<file path="config.mk">
export PLATFORM = sky130hd
export DESIGN_NAME = stream_out
export DESIGN_NICKNAME = d
export VERILOG_FILES = /design/src/rtl/rx_intf_pkg.sv /design/src/rtl/stream_out.sv
export SDC_FILE = /design/constraint.sdc
export NUM_CORES = 1
export LEC_CHECK = 0
export ABC_AREA = 1
export BUFFER_PORTS_ARGS = -buffer_cell sky130_fd_sc_hd__buf_2
export CAP_MARGIN = 20
export CORE_MARGIN = 2
export CORE_UTILIZATION = 37
export DETAILED_ROUTE_END_ITERATION = 7
export PLACE_DENSITY = 0.72
export SYNTH_ARGS = -nofsm -noshare
export SYNTH_HDL_FRONTEND = slang
export SYNTH_SLANG_ARGS = --single-unit
</file>
<file path="constraint.sdc">
create_clock -name clk -period 5.5 [get_ports clk]
set_clock_uncertainty 0.15 [all_clocks]
set_input_delay 0.55 -clock clk [delete_from_list [all_inputs] [get_ports clk]]
set_output_delay 0.55 -clock clk [all_outputs]
set_load 0.05 [all_outputs]
</file>
<file path="src/rtl/rx_intf_pkg.sv">
// rx interface package with widths, buffer sizing, header type and info word layout
package rx_intf_pkg;

    // stream and decoder widths
    localparam int word_w         = 64;
    localparam int byte_w         = 8;
    localparam int bytes_per_word = 8;
    localparam int lane_w         = 3;
    localparam int len_w          = 16;
    localparam int rate_w         = 8;
    localparam int rssi_w         = 11;
    localparam int tsf_w          = 64;
    localparam int sn_w           = 16;

    // packet buffer in words, pointers carry one wrap bit
    localparam int buf_depth  = 1024;
    localparam int buf_addr_w = 10;
    localparam int ptr_w      = buf_addr_w + 1;

    // end addresses of committed frames
    localparam int endq_depth  = 32;
    localparam int endq_addr_w = 5;

    // info word field positions
    // all other info bits are zero
    localparam int info_len_lsb  = 0;
    localparam int info_rate_lsb = 16;
    localparam int info_rssi_lsb = 24;
    localparam int info_fcs_bit  = 40;
    localparam int info_sn_lsb   = 48;

    typedef struct packed {
        logic [len_w-1:0]  len;
        logic [rate_w-1:0] rate;
        logic [rssi_w-1:0] rssi;
        logic [tsf_w-1:0]  tsf;
    } rx_hdr_t;

endpackage

</file>
<file path="src/rtl/stream_out.sv">
// stream output stage, registered word stream with back-pressure and packet interrupt
`timescale 1ns/1ps

module stream_out (
    input  logic                           clk,
    input  logic                           reset,
    input  logic [rx_intf_pkg::word_w-1:0] data,
    input  logic                           last,
    input  logic                           valid,
    output logic                           take,
    output logic [rx_intf_pkg::word_w-1:0] m_axis_tdata,
    output logic                           m_axis_tvalid,
    output logic                           m_axis_tlast,
    input  logic                           m_axis_tready,
    output logic                           rx_pkt_intr
);

    // register is free when empty or when its word leaves this cycle
    assign take = !m_axis_tvalid || m_axis_tready;

    always_ff @(posedge clk)
    begin
        if (reset)
        begin
            m_axis_tvalid <= 1'b0;
            rx_pkt_intr   <= 1'b0;
        end
        else
        begin
            if (take)
                m_axis_tvalid <= valid;
            // pulse once the last word of a frame has gone out
            rx_pkt_intr <= m_axis_tvalid && m_axis_tready && m_axis_tlast;
        end
    end

    always_ff @(posedge clk)
    begin
        if (take && valid)
        begin
            m_axis_tdata <= data;
            m_axis_tlast <= last;
        end
    end

    // sink stall keeps the word in place
    a_tdata_stable: assert property (
        @(posedge clk) disable iff (reset)
        (m_axis_tvalid && !m_axis_tready) |=> $stable(m_axis_tdata)
    );

endmodule

</file>
==> metrics <==
status completed; CP bufs+invs 3; first-pass GRT wire length 6.02 mm; period utilization roughly two fifths; grt ovf 0; clock slew at reported path FFs 0.07 ns; Tot GR Track Use ~14%; Critical Path Source Type input pin; Synth area leaders edfxtp_1, dfxtp_1, a21oi_2, inv_1, nand2_2; synth unique cells 8; Yosys reg bits 67; slew of the pin with the lowest slew margin 0.858 ns; peak supply drop approximately 220 uV; slowest stage delay, CP between 0.6 and 0.7 ns; RSZ-0062 raised after global routing false; die width slightly below 80 um; crit path kind in -> reg; # fillers around 430; PostCTS Resize Cnt 0; initial detailed-routing violation count 31; Final Core Density 57.6%; Synth Net Count 143; Syn Area/Cell around 27 um^2; final cell count without fillers 297; CP delay by family, top buffers and inverters; Inserted Clock Buffers 9; CP max-delay cell a21oi_4; Seq/Total Area, Yosys a little over nine tenths; mapped cell area between 0.002 and 0.0025 mm^2; Final Max Tran Viols 0; DRC 0; nets a little under 300; top cell type's share of synthesized area 96.2%; Via density around 4.2; leakage power roughly 1.3 nW; TritonCTS clock tree done; largest net degree at the start of global routing 39; drt pass-1 iters 4; pwr/cell area 381 mW/mm^2; dpl cells between 200 and 300; initial antenna violation count 0; IO Pins around 140; Max Cap Viol 0; FMAX 0.463 GHz; clock sink count between 60 and 70; placer congestion estimate approximately 0.7; Initial Utilization approximately 39%; die footprint slightly above 0.006 mm^2; Routed Antenna Nets 0; CTS hold repair buffers 0; Ys Warns 0; IO buf count 136; core area roughly 0.0052 mm^2; CP Cell Sequence buf_2 > inv_1 > a21oi_4 > buf_4; Finish-stage setup viols 0; total negative slack 0 ns; Worst setup EP type flop; CTS HTree Levels 3; cell taking the most area after synthesis edfxtp_1; max_slew headroom between 40% and 50%; die height 78.0 um; Tmin final roughly 2.2 ns; Gate Count Post-Synth 74; via count of the routed design 1241; multi-input logic area 40.0 um^2; Area growth syn-to-layout 47.9%; WL/cell roughly 14 um; # diodes 0; vias in the first global route roughly 1300; routed wire length roughly 4.2 mm; layout cells sized above 1 about 68%; row cnt 26; worst hold path type in -> reg; Clk Latency, worst-skew pair 0.33 ns; critical-path maximum fanout 38; Clock Tree Buf Depth 2; CP Data Required Time 5.32 ns; final hold vios 0; crit path DAT roughly 2 ns; register area roughly 0.002 mm^2; Post-CTS Setup Bufs 0; Root Buffer clkbuf_8
registers in the layout (all words and copies together), names as in the netlist:
name	count
m_axis_tlast	1
m_axis_tdata	64
m_axis_tvalid	1
rx_pkt_intr	1
worst paths after layout:
kind,depth (start not counted),slack (ns),endpoint,from
worst min register to register,2,0.40,rx_pkt_intr,m_axis_tvalid
worst max register to register,2,3.36,m_axis_tdata[31],m_axis_tvalid
worst max-delay path,4,3.34,m_axis_tdata[31],m_axis_tready
worst min-delay path,2,0.24,m_axis_tvalid,reset
metrics by stage:
step                instance area [um^2]  power [mW]  setup slack [ns]  hold slack, ns
floorplan                           2030       0.730              1.08           0.462
global placement                    2820       0.780              2.99           0.374
detailed placement                  2820       0.782              2.98           0.381
CTS                                 3000        1.16              3.33           0.223
global route                        3000        1.18              3.21           0.219
finish                              3000        1.14              3.34           0.241
synthesized netlist by cell type:
cell       n
dfxtp_1    2
nor2_1     1
a21oi_1    1
nand3_1    1
inv_1      2
a21oi_2    1
edfxtp_1  65
nand2_2    1
cells by family (layout without fill, tap and decap cells):
| logic type | Yosys count | in the layout | synth area share (%) |
|---|---|---|---|
| flops | 67 | 67 | 98.2 |
| simple gates | 3 | 3 | 0.740 |
| compound gates | 2 | 2 | 0.678 |
| buf+inv | 2 | 155 | 0.370 |
where the power goes:
group	switching [mW]	internal (mW)
clock	0.168	0.205
sequential	0.00757	0.595
combinational	0.130	0.0367
metal layers:
layer	GRT usage (%)	part of all wire, %
met2	22.9	52
met3	7.36	12
met4	8.42	0.86
met5	0	0
met1	14.0	35
cells in the final DEF (no fill, tap or decap):
cell type,instances
a21oi_2,1
a21oi_4,1
buf_2,136
buf_4,1
bufinv_16,1
clkbuf_1,1
clkbuf_8,9
clkinv_1,1
clkinv_2,3
clkinvlp_4,1
dfxtp_1,2
edfxtp_1,65
inv_1,2
nand2_2,1
nand3_1,1
nor2_1,1
layout make-up:
| type | count | share of cell area, % |
|---|---|---|
| flip-flops and latches | 67 | 66.4 |
| multi-input cells | 5 | 1.34 |
| clock inverters | 6 | 1.88 |
| inverters | 2 | 0.250 |
| repair buffers | 137 | 22.9 |
| clock buffers | 10 | 4.26 |
| well taps | 70 | 2.92 |
Power figures use the tool's default switching activity.
