`config.mk`:
```
export PLATFORM = sky130hd
export DESIGN_NAME = rx_event_capture_flat
export DESIGN_NICKNAME = d
export VERILOG_FILES = /design/src/rtl/rx_intf_pkg.sv /design/src/rtl/rx_byte_if.sv /design/src/rtl/rx_event_capture.sv /design/src/flat_wrapper.sv
export SDC_FILE = /design/constraint.sdc
export NUM_CORES = 1
export LEC_CHECK = 0
export ABC_AREA = 0
export BUFFER_PORTS_ARGS = -buffer_cell sky130_fd_sc_hd__buf_2
export CORE_MARGIN = 10
export CORE_UTILIZATION = 44
export DETAILED_ROUTE_END_ITERATION = 8
export PLACE_DENSITY = 0.85
export SLEW_MARGIN = 40
export SYNTH_ARGS = -nofsm -noshare
export SYNTH_HDL_FRONTEND = slang
export SYNTH_SLANG_ARGS = --single-unit
```
`constraint.sdc`:
```
create_clock -name clk -period 5.5 [get_ports clk]
set_input_delay 0.55 -clock clk [delete_from_list [all_inputs] [get_ports clk]]
set_output_delay 0.55 -clock clk [all_outputs]
set_load 0.01 [all_outputs]
```
`src/rtl/rx_intf_pkg.sv`:
```
// rx interface package with widths, buffer sizing, header type and info word layout
package rx_intf_pkg;

    // stream and decoder widths
    localparam int word_w         = 64;
    localparam int byte_w         = 8;
    localparam int bytes_per_word = 8;
    localparam int lane_w         = 3;
    localparam int len_w          = 16;
    localparam int rate_w         = 8;
    localparam int rssi_w         = 11;
    localparam int tsf_w          = 64;
    localparam int sn_w           = 16;

    // packet buffer in words, pointers carry one wrap bit
    localparam int buf_depth  = 1024;
    localparam int buf_addr_w = 10;
    localparam int ptr_w      = buf_addr_w + 1;

    // end addresses of committed frames
    localparam int endq_depth  = 32;
    localparam int endq_addr_w = 5;

    // info word field positions
    // all other info bits are zero
    localparam int info_len_lsb  = 0;
    localparam int info_rate_lsb = 16;
    localparam int info_rssi_lsb = 24;
    localparam int info_fcs_bit  = 40;
    localparam int info_sn_lsb   = 48;

    typedef struct packed {
        logic [len_w-1:0]  len;
        logic [rate_w-1:0] rate;
        logic [rssi_w-1:0] rssi;
        logic [tsf_w-1:0]  tsf;
    } rx_hdr_t;

endpackage

```
`src/rtl/rx_byte_if.sv`:
```
// byte interface carrying decoded bytes and packet events from capture to packer
`timescale 1ns/1ps

interface rx_byte_if;
    import rx_intf_pkg::*;

    // packet opened, header valid with it
    logic              start;
    rx_hdr_t           hdr;
    // one payload byte per strobe
    logic [byte_w-1:0] byte_val;
    logic              byte_strobe;
    // fcs result closes the packet
    logic              fcs_strobe;
    logic              fcs_ok;

    modport capture (
        output start, hdr,
        output byte_val, byte_strobe,
        output fcs_strobe, fcs_ok
    );

    modport packer (
        input start, hdr,
        input byte_val, byte_strobe,
        input fcs_strobe, fcs_ok
    );

endinterface

```
`src/rtl/rx_event_capture.sv`:
```
// event capture stage, qualifies decoder strobes and latches the packet header
`timescale 1ns/1ps

module rx_event_capture (
    input  logic                              clk,
    input  logic                              reset,
    input  logic                              pkt_header_valid_strobe,
    input  logic                              pkt_header_valid,
    input  logic                              ht_unsupport,
    input  logic [rx_intf_pkg::rate_w-1:0]    pkt_rate,
    input  logic [rx_intf_pkg::len_w-1:0]     pkt_len,
    input  logic [rx_intf_pkg::rssi_w-1:0]    rssi_half_db,
    input  logic [rx_intf_pkg::tsf_w-1:0]     tsf_runtime_val,
    input  logic [rx_intf_pkg::byte_w-1:0]    byte_in,
    input  logic                              byte_in_strobe,
    input  logic                              fcs_in_strobe,
    input  logic                              fcs_ok,
    rx_byte_if.capture                        byte_bus
);
    import rx_intf_pkg::*;

    logic pkt_open;
    logic hdr_accept;

    // ht frames are not decoded, so they never open a packet
    assign hdr_accept = pkt_header_valid_strobe && pkt_header_valid && !ht_unsupport;

    always_ff @(posedge clk)
    begin
        if (reset)
        begin
            pkt_open             <= 1'b0;
            byte_bus.start       <= 1'b0;
            byte_bus.byte_strobe <= 1'b0;
            byte_bus.fcs_strobe  <= 1'b0;
        end
        else
        begin
            byte_bus.start       <= hdr_accept;
            byte_bus.byte_strobe <= byte_in_strobe && pkt_open;
            byte_bus.fcs_strobe  <= fcs_in_strobe && pkt_open;
            // any header strobe ends the old packet
            if (pkt_header_valid_strobe)
                pkt_open <= hdr_accept;
            else if (fcs_in_strobe)
                pkt_open <= 1'b0;
        end
    end

    always_ff @(posedge clk)
    begin
        if (hdr_accept)
        begin
            byte_bus.hdr.len  <= pkt_len;
            byte_bus.hdr.rate <= pkt_rate;
            byte_bus.hdr.rssi <= rssi_half_db;
            byte_bus.hdr.tsf  <= tsf_runtime_val;
        end
        byte_bus.byte_val <= byte_in;
        byte_bus.fcs_ok   <= fcs_ok;
    end

    // decoder never reports fcs while still delivering bytes
    a_fcs_not_with_byte: assert property (
        @(posedge clk) disable iff (reset) !(fcs_in_strobe && byte_in_strobe)
    );

endmodule

```
`src/flat_wrapper.sv`:
```
// flat-port wrapper written by rule: the top's interface ports become plain ports
module rx_event_capture_flat import rx_intf_pkg::*;
  (clk, reset, pkt_header_valid_strobe, pkt_header_valid, ht_unsupport, pkt_rate, pkt_len, rssi_half_db, tsf_runtime_val, byte_in, byte_in_strobe, fcs_in_strobe, fcs_ok, byte_bus_start, byte_bus_hdr, byte_bus_byte_val, byte_bus_byte_strobe, byte_bus_fcs_strobe, byte_bus_fcs_ok);
  rx_byte_if byte_bus_i ();
  input  logic clk;
  input  logic reset;
  input  logic pkt_header_valid_strobe;
  input  logic pkt_header_valid;
  input  logic ht_unsupport;
  input  logic [rx_intf_pkg::rate_w-1:0] pkt_rate;
  input  logic [rx_intf_pkg::len_w-1:0] pkt_len;
  input  logic [rx_intf_pkg::rssi_w-1:0] rssi_half_db;
  input  logic [rx_intf_pkg::tsf_w-1:0] tsf_runtime_val;
  input  logic [rx_intf_pkg::byte_w-1:0] byte_in;
  input  logic byte_in_strobe;
  input  logic fcs_in_strobe;
  input  logic fcs_ok;
  output wire logic [$bits(byte_bus_i.start)-1:0] byte_bus_start;
  output wire logic [$bits(byte_bus_i.hdr)-1:0] byte_bus_hdr;
  output wire logic [$bits(byte_bus_i.byte_val)-1:0] byte_bus_byte_val;
  output wire logic [$bits(byte_bus_i.byte_strobe)-1:0] byte_bus_byte_strobe;
  output wire logic [$bits(byte_bus_i.fcs_strobe)-1:0] byte_bus_fcs_strobe;
  output wire logic [$bits(byte_bus_i.fcs_ok)-1:0] byte_bus_fcs_ok;
  assign byte_bus_start = byte_bus_i.start;
  assign byte_bus_hdr = byte_bus_i.hdr;
  assign byte_bus_byte_val = byte_bus_i.byte_val;
  assign byte_bus_byte_strobe = byte_bus_i.byte_strobe;
  assign byte_bus_fcs_strobe = byte_bus_i.fcs_strobe;
  assign byte_bus_fcs_ok = byte_bus_i.fcs_ok;
  rx_event_capture u_core (.clk(clk), .reset(reset), .pkt_header_valid_strobe(pkt_header_valid_strobe), .pkt_header_valid(pkt_header_valid), .ht_unsupport(ht_unsupport), .pkt_rate(pkt_rate), .pkt_len(pkt_len), .rssi_half_db(rssi_half_db), .tsf_runtime_val(tsf_runtime_val), .byte_in(byte_in), .byte_in_strobe(byte_in_strobe), .fcs_in_strobe(fcs_in_strobe), .fcs_ok(fcs_ok), .byte_bus(byte_bus_i));
endmodule
```
==> impl_metrics.ini <==
[clock_network]
cts_hold_buf = 0
cts_tree = done
cts_root_buf = clkbuf_8
cts_sinks = 112
insertion_delay_ns = 0.34
htreeDepth = 3
cts-resized-gates = 0
cts.clk_slew.worst_paths_ns = 0.11
cts_buffers = 9
clk_path_buf_depth = 2
postCtsSetupBuffers = 0

[critical_path]
worst_setup_path_end_kind = flop
worst_ep_arrival_time_ns = 1.55
start_kind = primary input
slowest_delay_ns = 0.51
worstPathCellList = buf_2 -> nand3b_1 -> inv_8
crit_type = in -> reg
rrSetupSlack_ns = 4.60
r2r-end = u_core.pkt_open
reg2reg_depth = 2
required_ns = 5.49
critPathMaxFanout = 99
r2r_start = u_core.pkt_open
crit_slowest_cell = inv_8

[timing]
report.final.slew_viol_count = 0
rsz0062_at_grt = no
slew_headroom_pct = 54.5
hold_ws_ns = 0.278
worstMarginPinSlew_ns = 0.683
hold_viol = 0
setup_tns_ns = 0
fmax_mhz = 639
min_period_ns = 1.56
clock_skew_ns = 0.0000469
fin_crit_sh_pct = 28.5
final-setup-viol-count = 0
worst_slack_ns = 3.94

[hold_path]
min-delay-start = byte_in[1]
min_to = u_core.byte_bus.byte_val[1]
hp-class = in -> reg
min_path_cells = 1

[pwr]
ir_drop_v = 0.000203
p_per_area_nw_per_um2 = 325
p_total_mw = 1.53
power_leakage_nw = 2.03

[synthesis]
postSynthAreaPerCell_um2 = 27.6
synth_cells = 119
synth_seq_area_share_pct = 98.5
ys_ff_latch = 112
syn-cell-area_um2 = 3280
yosysWarningCount = 0
synth_nets = 234
yosys.cell_types.count = 8

[grt]
grt-ovfl-total = 0
grt_max_degree = 100
antenna_found_initial = 2
grt_usage_pct = 15.8
grt_pass1_wl_mm = 13.5
grt_pass1_vias = 2269

[final_layout]
area_growth_pct = 43.9
mostFrequentLayoutCells = buf_2 (225), edfxtp_1 (99), dfxtp_1 (13)
final_common_cell = buf_2
nets = 470
drive_above_1_share_pct = 67.5
fillers = 535

[floorplanning]
placementRows = 31
ios = 226
core_um2 = 7250
die_y_um = 106
initial_utilization_pct = 45.2
die_width_um = 106
die_area_um2 = 11300

[routing]
drt_wl_total_mm = 9.12
drtAntennaViolNets = 0
dr_total_vias = 2046
drc = 0
drt_iter0_markers = 78
avgRoutedWirePerCell_um = 19.8
drt-vias-per-instance = 4.45
dr.pass1.iters = 4

[flow_run]
drv_cap = 0

[place]
preCtsSetupSlack_ns = 3.50
gp_congestion = 0.798
hpwl_mm = 7.40
port_buffers = 225

[outcome]
status = finished, final reports clean
Yosys cell counts (all sizes together):
cell / n / share of area, %
nand3b: 1 / 0.23
edfxtp: 99 / 91
and3b: 2 / 0.61
a21oi: 1 / 0.15
inv: 1 / 0.11
or3b: 1 / 0.27
dfxtp: 13 / 7.9
nor2: 1 / 0.11
registers in the layout (all words and copies together) (netlist names):
signal	flops
u_core.byte_bus.byte_strobe	1
u_core.byte_bus.hdr	99
u_core.byte_bus.byte_val	8
u_core.byte_bus.fcs_ok	1
u_core.byte_bus.fcs_strobe	1
u_core.byte_bus.start	1
u_core.pkt_open	1
per-layer routing:
metal	part of all wire, %	GRT usage, %	vias to the layer above
met5	0.19	0	-
met4	1.8	6.87	2
met3	15	9.84	14
met2	50	25.9	142
met1	33	15.8	951
li1	-	-	937
kinds of logic (layout without fill, tap and decap cells):
group,count (synthesis),in the layout,share of synthesized area (%)
buf+inv,1,242,0.114
simple gates,5,5,1.22
flops,112,112,98.5
other cells,0,1,0
compound gates,1,1,0.152
worst max path at each step:
stage                 start                 endpoint  cells past startpoint
5_1_grt        ht_unsupport  u_core.byte_bus.hdr[15]                      3
3_5_place_dp   ht_unsupport  u_core.byte_bus.hdr[12]                      3
3_3_place_gp   ht_unsupport  u_core.byte_bus.hdr[10]                      3
6_report       ht_unsupport  u_core.byte_bus.hdr[45]                      3
2_1_floorplan  ht_unsupport   u_core.byte_bus.hdr[0]                      2
4_1_cts        ht_unsupport  u_core.byte_bus.hdr[18]                      3
through the flow:
stage	utilization, %	cells	cell area [um^2]
2_1_floorplan	-	119	3280
3_3_place_gp	62.5	443	4530
3_5_place_dp	62.5	443	4540
4_1_cts	65.0	459	4720
5_1_grt	65.1	459	4720
6_report	65.1	460	4720
worst max-delay path: cells and delay by family:
kind | cells | cell delay, ns
buffers and inverters | 2 | 0.60
and+or+nand+nor | 1 | 0.29
report_power, final:
part           total [mW]  switching (mW)  internal, mW
clock network       0.443           0.271         0.173
registers           0.977         0.00922         0.967
logic               0.112          0.0594        0.0529
final cells by class:
class / count / area [um^2] / share of cell area, %
clock buffers: 10 / 128 / 2.70
diodes: 1 / 2.50 / 0.0530
flip-flops and latches: 112 / 3230 / 68.5
clock inverters: 6 / 52.6 / 1.11
well taps: 99 / 124 / 2.62
repair buffers: 225 / 1130 / 23.8
multi-input cells: 6 / 45.0 / 0.954
inverters: 1 / 11.3 / 0.238
No activity file was read; power rests on OpenSTA's default activity.
