File: src/rtl/rx_intf_pkg.sv
// rx interface package with widths, buffer sizing, header type and info word layout
package rx_intf_pkg;

    // stream and decoder widths
    localparam int word_w         = 64;
    localparam int byte_w         = 8;
    localparam int bytes_per_word = 8;
    localparam int lane_w         = 3;
    localparam int len_w          = 16;
    localparam int rate_w         = 8;
    localparam int rssi_w         = 11;
    localparam int tsf_w          = 64;
    localparam int sn_w           = 16;

    // packet buffer in words, pointers carry one wrap bit
    localparam int buf_depth  = 1024;
    localparam int buf_addr_w = 10;
    localparam int ptr_w      = buf_addr_w + 1;

    // end addresses of committed frames
    localparam int endq_depth  = 32;
    localparam int endq_addr_w = 5;

    // info word field positions
    // all other info bits are zero
    localparam int info_len_lsb  = 0;
    localparam int info_rate_lsb = 16;
    localparam int info_rssi_lsb = 24;
    localparam int info_fcs_bit  = 40;
    localparam int info_sn_lsb   = 48;

    typedef struct packed {
        logic [len_w-1:0]  len;
        logic [rate_w-1:0] rate;
        logic [rssi_w-1:0] rssi;
        logic [tsf_w-1:0]  tsf;
    } rx_hdr_t;

endpackage

File: src/rtl/rx_byte_if.sv
// byte interface carrying decoded bytes and packet events from capture to packer
`timescale 1ns/1ps

interface rx_byte_if;
    import rx_intf_pkg::*;

    // packet opened, header valid with it
    logic              start;
    rx_hdr_t           hdr;
    // one payload byte per strobe
    logic [byte_w-1:0] byte_val;
    logic              byte_strobe;
    // fcs result closes the packet
    logic              fcs_strobe;
    logic              fcs_ok;

    modport capture (
        output start, hdr,
        output byte_val, byte_strobe,
        output fcs_strobe, fcs_ok
    );

    modport packer (
        input start, hdr,
        input byte_val, byte_strobe,
        input fcs_strobe, fcs_ok
    );

endinterface

File: src/rtl/rx_word_if.sv
// word interface carrying packed words and packet events from packer to buffer
`timescale 1ns/1ps

interface rx_word_if;
    import rx_intf_pkg::*;

    // header of the new packet
    logic              hdr_strobe;
    rx_hdr_t           hdr;
    // packed payload word
    logic [word_w-1:0] word;
    logic              word_strobe;
    // end of packet with fcs result
    logic              end_strobe;
    logic              end_ok;

    modport packer (
        output hdr_strobe, hdr,
        output word, word_strobe,
        output end_strobe, end_ok
    );

    modport buffer (
        input hdr_strobe, hdr,
        input word, word_strobe,
        input end_strobe, end_ok
    );

endinterface

File: src/rtl/byte_packer.sv
// byte packer stage, packs payload bytes into little-endian 64-bit words
`timescale 1ns/1ps

module byte_packer (
    input  logic      clk,
    input  logic      reset,
    rx_byte_if.packer byte_bus,
    rx_word_if.packer word_bus
);
    import rx_intf_pkg::*;

    logic [len_w-1:0]  count;
    logic [len_w-1:0]  len_q;
    logic [word_w-1:0] shreg;
    logic [word_w-1:0] merged;
    logic              byte_take;
    logic              word_done;

    // bytes past the header length are dropped
    assign byte_take = byte_bus.byte_strobe && (count < len_q);

    // top lane filled or final byte of the packet
    assign word_done = (count[lane_w-1:0] == lane_w'(bytes_per_word - 1)) ||
                       ((count + len_w'(1)) == len_q);

    always_comb
    begin
        merged = shreg;
        merged[count[lane_w-1:0]*byte_w +: byte_w] = byte_bus.byte_val;
    end

    always_ff @(posedge clk)
    begin
        if (reset)
        begin
            count                <= '0;
            len_q                <= '0;
            word_bus.hdr_strobe  <= 1'b0;
            word_bus.word_strobe <= 1'b0;
            word_bus.end_strobe  <= 1'b0;
        end
        else
        begin
            word_bus.hdr_strobe  <= byte_bus.start;
            word_bus.word_strobe <= byte_take && word_done;
            word_bus.end_strobe  <= byte_bus.fcs_strobe;
            if (byte_bus.start)
            begin
                count <= '0;
                len_q <= byte_bus.hdr.len;
            end
            else if (byte_take)
                count <= count + len_w'(1);
        end
    end

    always_ff @(posedge clk)
    begin
        // partial words leave the upper lanes at zero
        if (byte_bus.start)
            shreg <= '0;
        else if (byte_take)
            shreg <= word_done ? '0 : merged;
        if (byte_take && word_done)
            word_bus.word <= merged;
        if (byte_bus.start)
            word_bus.hdr <= byte_bus.hdr;
        word_bus.end_ok <= byte_bus.fcs_ok;
    end

    // a single packet must fit into the frame buffer
    a_count_in_capacity: assert property (
        @(posedge clk) disable iff (reset) count <= len_w'(buf_depth * bytes_per_word)
    );

endmodule

File: src/flat_wrapper.sv
// flat-port wrapper written by rule: the top's interface ports become plain ports
module byte_packer_flat import rx_intf_pkg::*;
  (clk, reset, byte_bus_start, byte_bus_hdr, byte_bus_byte_val, byte_bus_byte_strobe, byte_bus_fcs_strobe, byte_bus_fcs_ok, word_bus_hdr_strobe, word_bus_hdr, word_bus_word, word_bus_word_strobe, word_bus_end_strobe, word_bus_end_ok);
  rx_byte_if byte_bus_i ();
  rx_word_if word_bus_i ();
  input  logic clk;
  input  logic reset;
  input wire logic [$bits(byte_bus_i.start)-1:0] byte_bus_start;
  input wire logic [$bits(byte_bus_i.hdr)-1:0] byte_bus_hdr;
  input wire logic [$bits(byte_bus_i.byte_val)-1:0] byte_bus_byte_val;
  input wire logic [$bits(byte_bus_i.byte_strobe)-1:0] byte_bus_byte_strobe;
  input wire logic [$bits(byte_bus_i.fcs_strobe)-1:0] byte_bus_fcs_strobe;
  input wire logic [$bits(byte_bus_i.fcs_ok)-1:0] byte_bus_fcs_ok;
  output wire logic [$bits(word_bus_i.hdr_strobe)-1:0] word_bus_hdr_strobe;
  output wire logic [$bits(word_bus_i.hdr)-1:0] word_bus_hdr;
  output wire logic [$bits(word_bus_i.word)-1:0] word_bus_word;
  output wire logic [$bits(word_bus_i.word_strobe)-1:0] word_bus_word_strobe;
  output wire logic [$bits(word_bus_i.end_strobe)-1:0] word_bus_end_strobe;
  output wire logic [$bits(word_bus_i.end_ok)-1:0] word_bus_end_ok;
  assign byte_bus_i.start = byte_bus_start;
  assign byte_bus_i.hdr = byte_bus_hdr;
  assign byte_bus_i.byte_val = byte_bus_byte_val;
  assign byte_bus_i.byte_strobe = byte_bus_byte_strobe;
  assign byte_bus_i.fcs_strobe = byte_bus_fcs_strobe;
  assign byte_bus_i.fcs_ok = byte_bus_fcs_ok;
  assign word_bus_hdr_strobe = word_bus_i.hdr_strobe;
  assign word_bus_hdr = word_bus_i.hdr;
  assign word_bus_word = word_bus_i.word;
  assign word_bus_word_strobe = word_bus_i.word_strobe;
  assign word_bus_end_strobe = word_bus_i.end_strobe;
  assign word_bus_end_ok = word_bus_i.end_ok;
  byte_packer u_core (.clk(clk), .reset(reset), .byte_bus(byte_bus_i), .word_bus(word_bus_i));
endmodule
File: config.mk
export PLATFORM = sky130hd
export DESIGN_NAME = byte_packer_flat
export DESIGN_NICKNAME = d
export VERILOG_FILES = /design/src/rtl/rx_intf_pkg.sv /design/src/rtl/rx_byte_if.sv /design/src/rtl/rx_word_if.sv /design/src/rtl/byte_packer.sv /design/src/flat_wrapper.sv
export SDC_FILE = /design/constraint.sdc
export NUM_CORES = 1
export LEC_CHECK = 0
export ABC_AREA = 0
export BUFFER_PORTS_ARGS = -buffer_cell sky130_fd_sc_hd__buf_2
export CORE_ASPECT_RATIO = 1.5
export CORE_MARGIN = 5
export CORE_UTILIZATION = 53
export DETAILED_ROUTE_END_ITERATION = 12
export PLACE_DENSITY = 0.91
export SLEW_MARGIN = 20
export SYNTH_ARGS = -nofsm -noshare
export SYNTH_HDL_FRONTEND = slang
export SYNTH_SLANG_ARGS = --single-unit
File: constraint.sdc
create_clock -name clk -period 5.3 [get_ports clk]
set_input_delay 0.265 -clock clk [delete_from_list [all_inputs] [get_ports clk]]
set_output_delay 0.265 -clock clk [all_outputs]
set_load 0.005 [all_outputs]
==> impl_metrics.csv <==
group,metric,value,unit
synth,synth-adder-area-share,2.38,%
power_and_ir_drop,comb_power_share,8.2,%
final_layout,drive_gt1_share,30.6,%
synth,ys_seq_area_share,65.5,%
routing,dr_total_vias,8767,
synth,syn_inst,857,
clock_network,clock_latency,0.55,ns
clock_network,cts_setup_buffers,0,
floorplanning,die_h,183,um
synth,synth_enable_flop_cells,163,
synth,synth_cell_type_count,55,
power_and_ir_drop,clkPwrFrac,41.1,%
clock_network,tritoncts,"done",
critical_path,setup.worst_path.start_class,"flip-flop",
routing,route.antenna.remaining_nets,0,
power_and_ir_drop,vdd_drop_max,0.370,mV
final_layout,layout_commonest_cell,"buf_2",
power_and_ir_drop,leakage,5.49,nW
clock_network,clk_pin_slew_worst_paths,0.07,ns
critical_path,worstPathRequired,5.46,ns
routing,vias_per_cell,5.85,
synth,yosysTopAreaCell,"edfxtp_1",
grt,grt_pass1_wl,50200,um
sta,tightest_slew,0.919,ns
synth,synth.area.top_cells,"edfxtp_1, dfxtp_1, mux2_2",
synth,synth_top_area_share,46.5,%
floorplanning,pin_count,280,
sta,fmax,0.254,GHz
sta,skew,0.0327,ns
clock_network,htreeDepth,1,
sta,report.final.slew_viol_count,0,
routing,routed_wl,32800,um
grt,track_usage,27.6,%
critical_path,crit_chain,"inv_1 -> ha_1 -> xor2_1 -> nor4_1 -> o2111ai_1 -> nor4_4 -> o211a_2 -> buf_4",
worst_hold_path,hold_path.class,"input pin to flip-flop",
run_status,status,"finished clean",
placement,place.gp.congestion,0.893,
floorplanning,core_area,0.0197,mm2
synth,synth_top_family_by_area,"simple AND/OR/NAND/NOR gates",
synth,syn_nets,990,
final_layout,utilization,70.7,%
clock_network,cts_root_buf,"clkbuf_16",
sta,setup_viol,0,
power_and_ir_drop,switchingPower,0.00104,W
floorplanning,fp.dieArea,0.0228,mm2
synth,ys_warn_count,0,
final_layout,fill_cells,1222,
grt,grt_pass1_vias,8894,
sta,finalHoldViolations,0,
critical_path,cp_slowest_cell,"dfxtp_1",
floorplanning,initial_core_util,53.4,%
sta,fin_crit_sh,74.3,%
synth,avgSynthCellArea,12.3,um2
run,cap_violations,0,
floorplanning,fp.dieW,125,um
final_layout,syn_to_final_growth,32.4,%
critical_path,cp_max_fo,45,
clock_network,clk_path_buf_depth,3,
routing,first_pass_iters,7,
power_and_ir_drop,power_density,325,mW/mm2
synth,muxShareOfSynthArea,5.59,%
final_layout,nNetsFinal,1351,
synth,synth_xor_area_share,1.41,%
synth,synth-compound-area-share,9.42,%
grt,grt_max_degree,66,
sta,setup_tns,0,ns
synth,synth_top_flop_cell,"edfxtp_1",
sta,max_slew_margin,38.5,%
power_and_ir_drop,p_sw_share,22.9,%
critical_path,setup.worst_path.start,"u_core.count[0]",
synth,syn-cell-area,0.0105,mm2
sta,rsz0062_at_grt,"false",
placement,dp_hpwl,19000,um
power_and_ir_drop,power_frac_seq,50.7,%
power_and_ir_drop,internal_power,0.00349,W
critical_path,reg2reg_from,"u_core.count[0]",
synth,synth-simple-area-share,10.3,%
grt,antenna_found_initial,1,
clock_network,clock-sinks,263,
clock_network,cts_buffers,25,
routing,route.detailed.drc,0,
floorplanning,rows,63,
sta,period_minus_slack,3.94,ns
synth,synth-seq-cells,263,
placement,io_buffers,279,
routing,wl_per_cell,21.9,um
critical_path,slowest_delay,0.64,ns
final_layout,layout_common_cells,"buf_2, edfxtp_1, dlygate4sd3_1",
critical_path,cp.arrival,4.10,ns
routing,drtIter0Drc,1240,
synth,synth-async-reset-ratio,0,%
grt,gr-total-overflow,0,
critical_path,critPathKind,"flip-flop to flip-flop",
critical_path,worst_setup_path_end_kind,"flip-flop",
worst_hold_path,min_from,"reset",
[per-layer routing]
metal | GRT usage [%] | wire (um) | vias to the layer above | share of wire [%]
li1 | - | - | 3859 | -
met1 | 31.2 | 11300 | 4212 | 34
met2 | 50.8 | 17300 | 599 | 53
met3 | 5.68 | 2900 | 97 | 8.8
met4 | 11.2 | 1310 | 0 | 4.0
met5 | 0 | 0 | - | 0
[stage by stage]
stage / instance area, um2 / total power, W / hold WS (ns) / instances / setup WS (ns)
final: 13900 / 0.00453 / 0.158 / 1498 / 1.36
after floorplan: 10500 / 0.00245 / 0.293 / 857 / 1.18
after global placement: 12100 / 0.00261 / 0.371 / 1350 / 1.55
after CTS: 13900 / 0.00449 / 0.141 / 1497 / 1.41
after detailed placement: 12100 / 0.00262 / 0.387 / 1350 / 1.50
after global routing: 13900 / 0.00466 / 0.174 / 1498 / 1.09
[registers in the layout, summed over array words and instances (netlist names)]
name                         flops
u_core.word_bus.hdr_strobe       1
u_core.len_q                    16
u_core.word_bus.word_strobe      1
u_core.count                    16
u_core.word_bus.word            64
u_core.word_bus.end_ok           1
u_core.word_bus.hdr             99
u_core.shreg                    64
u_core.word_bus.end_strobe       1
[power groups by stage]
stage | Clock, W | Combinational, W | Sequential (W)
2_1_floorplan | 0 | 0.000114 | 0.00233
3_3_place_gp | 0 | 0.000286 | 0.00233
3_5_place_dp | 0 | 0.000293 | 0.00233
4_1_cts | 0.00185 | 0.000357 | 0.00229
5_1_grt | 0.00196 | 0.000396 | 0.00230
6_report | 0.00186 | 0.000373 | 0.00230
[timing repair]
action,CTS,global route
hold buffers,101,0
hold endpoints to repair,110,0
endpoints found under the setup margin,0,0
resized for setup,0,0
[synth_stat cells, types with 2 or more instances]
cell,instances
a21o_1,5
a21oi_1,19
a22oi_1,2
a31o_2,2
and2_1,2
and3_1,6
buf_1,3
buf_2,7
buf_6,4
clkbuf_1,38
dfxtp_1,100
edfxtp_1,163
ha_1,20
inv_1,86
mux2_2,38
mux2i_1,16
nand2_1,36
nand2b_1,3
nand3_1,80
nand3_2,2
nand4_1,9
nor2_1,32
nor2b_1,6
nor3_1,7
nor4_1,4
nor4_4,2
o2111ai_1,3
o211a_1,2
o21a_1,2
o21ai_0,31
o22ai_1,65
o31ai_1,14
or4_1,11
xnor2_1,7
xor2_1,10
[layout make-up]
class,count,area (um2),share of cell area (%)
Inverter,86,323,2.32
Clock buffer,41,787,5.64
Sequential cell,263,6900,49.5
Multi-Input combinational cell,454,3060,22.0
Timing Repair Buffer,388,2470,17.7
Clock inverter,5,73.8,0.529
Tap cell,260,325,2.33
Antenna cell,1,2.50,0.0179
[worst paths after layout]
| kind | to | slack, ns | cells past startpoint |
|---|---|---|---|
| setup reg to reg | u_core.word_bus.word[53] | 1.36 | 8 |
| setup / recovery | u_core.word_bus.word[53] | 1.36 | 8 |
| hold / removal | u_core.len_q[9] | 0.16 | 2 |
| hold reg to reg | u_core.shreg[2] | 0.48 | 2 |
[logic make-up after synthesis]
family | count (synthesis)
AOI/OAI and AO/OA | 156
and+or+nand+nor | 207
adders and majority gates | 20
xor gates and xnor gates | 17
buffers and inverters | 140
DFF | 263
muxes | 54
[critical path: cells and delay by family, from the launching register on]
kind / cells / cell delay (ns)
buffers and inverters: 2 / 0.78
AOI/OAI and AO/OA: 2 / 0.81
and+or+nand+nor: 2 / 0.65
adders and majority gates: 1 / 0.45
DFF: 1 / 0.64
xor gates and xnor gates: 1 / 0.23
No activity file was read; power rests on OpenSTA's default activity.
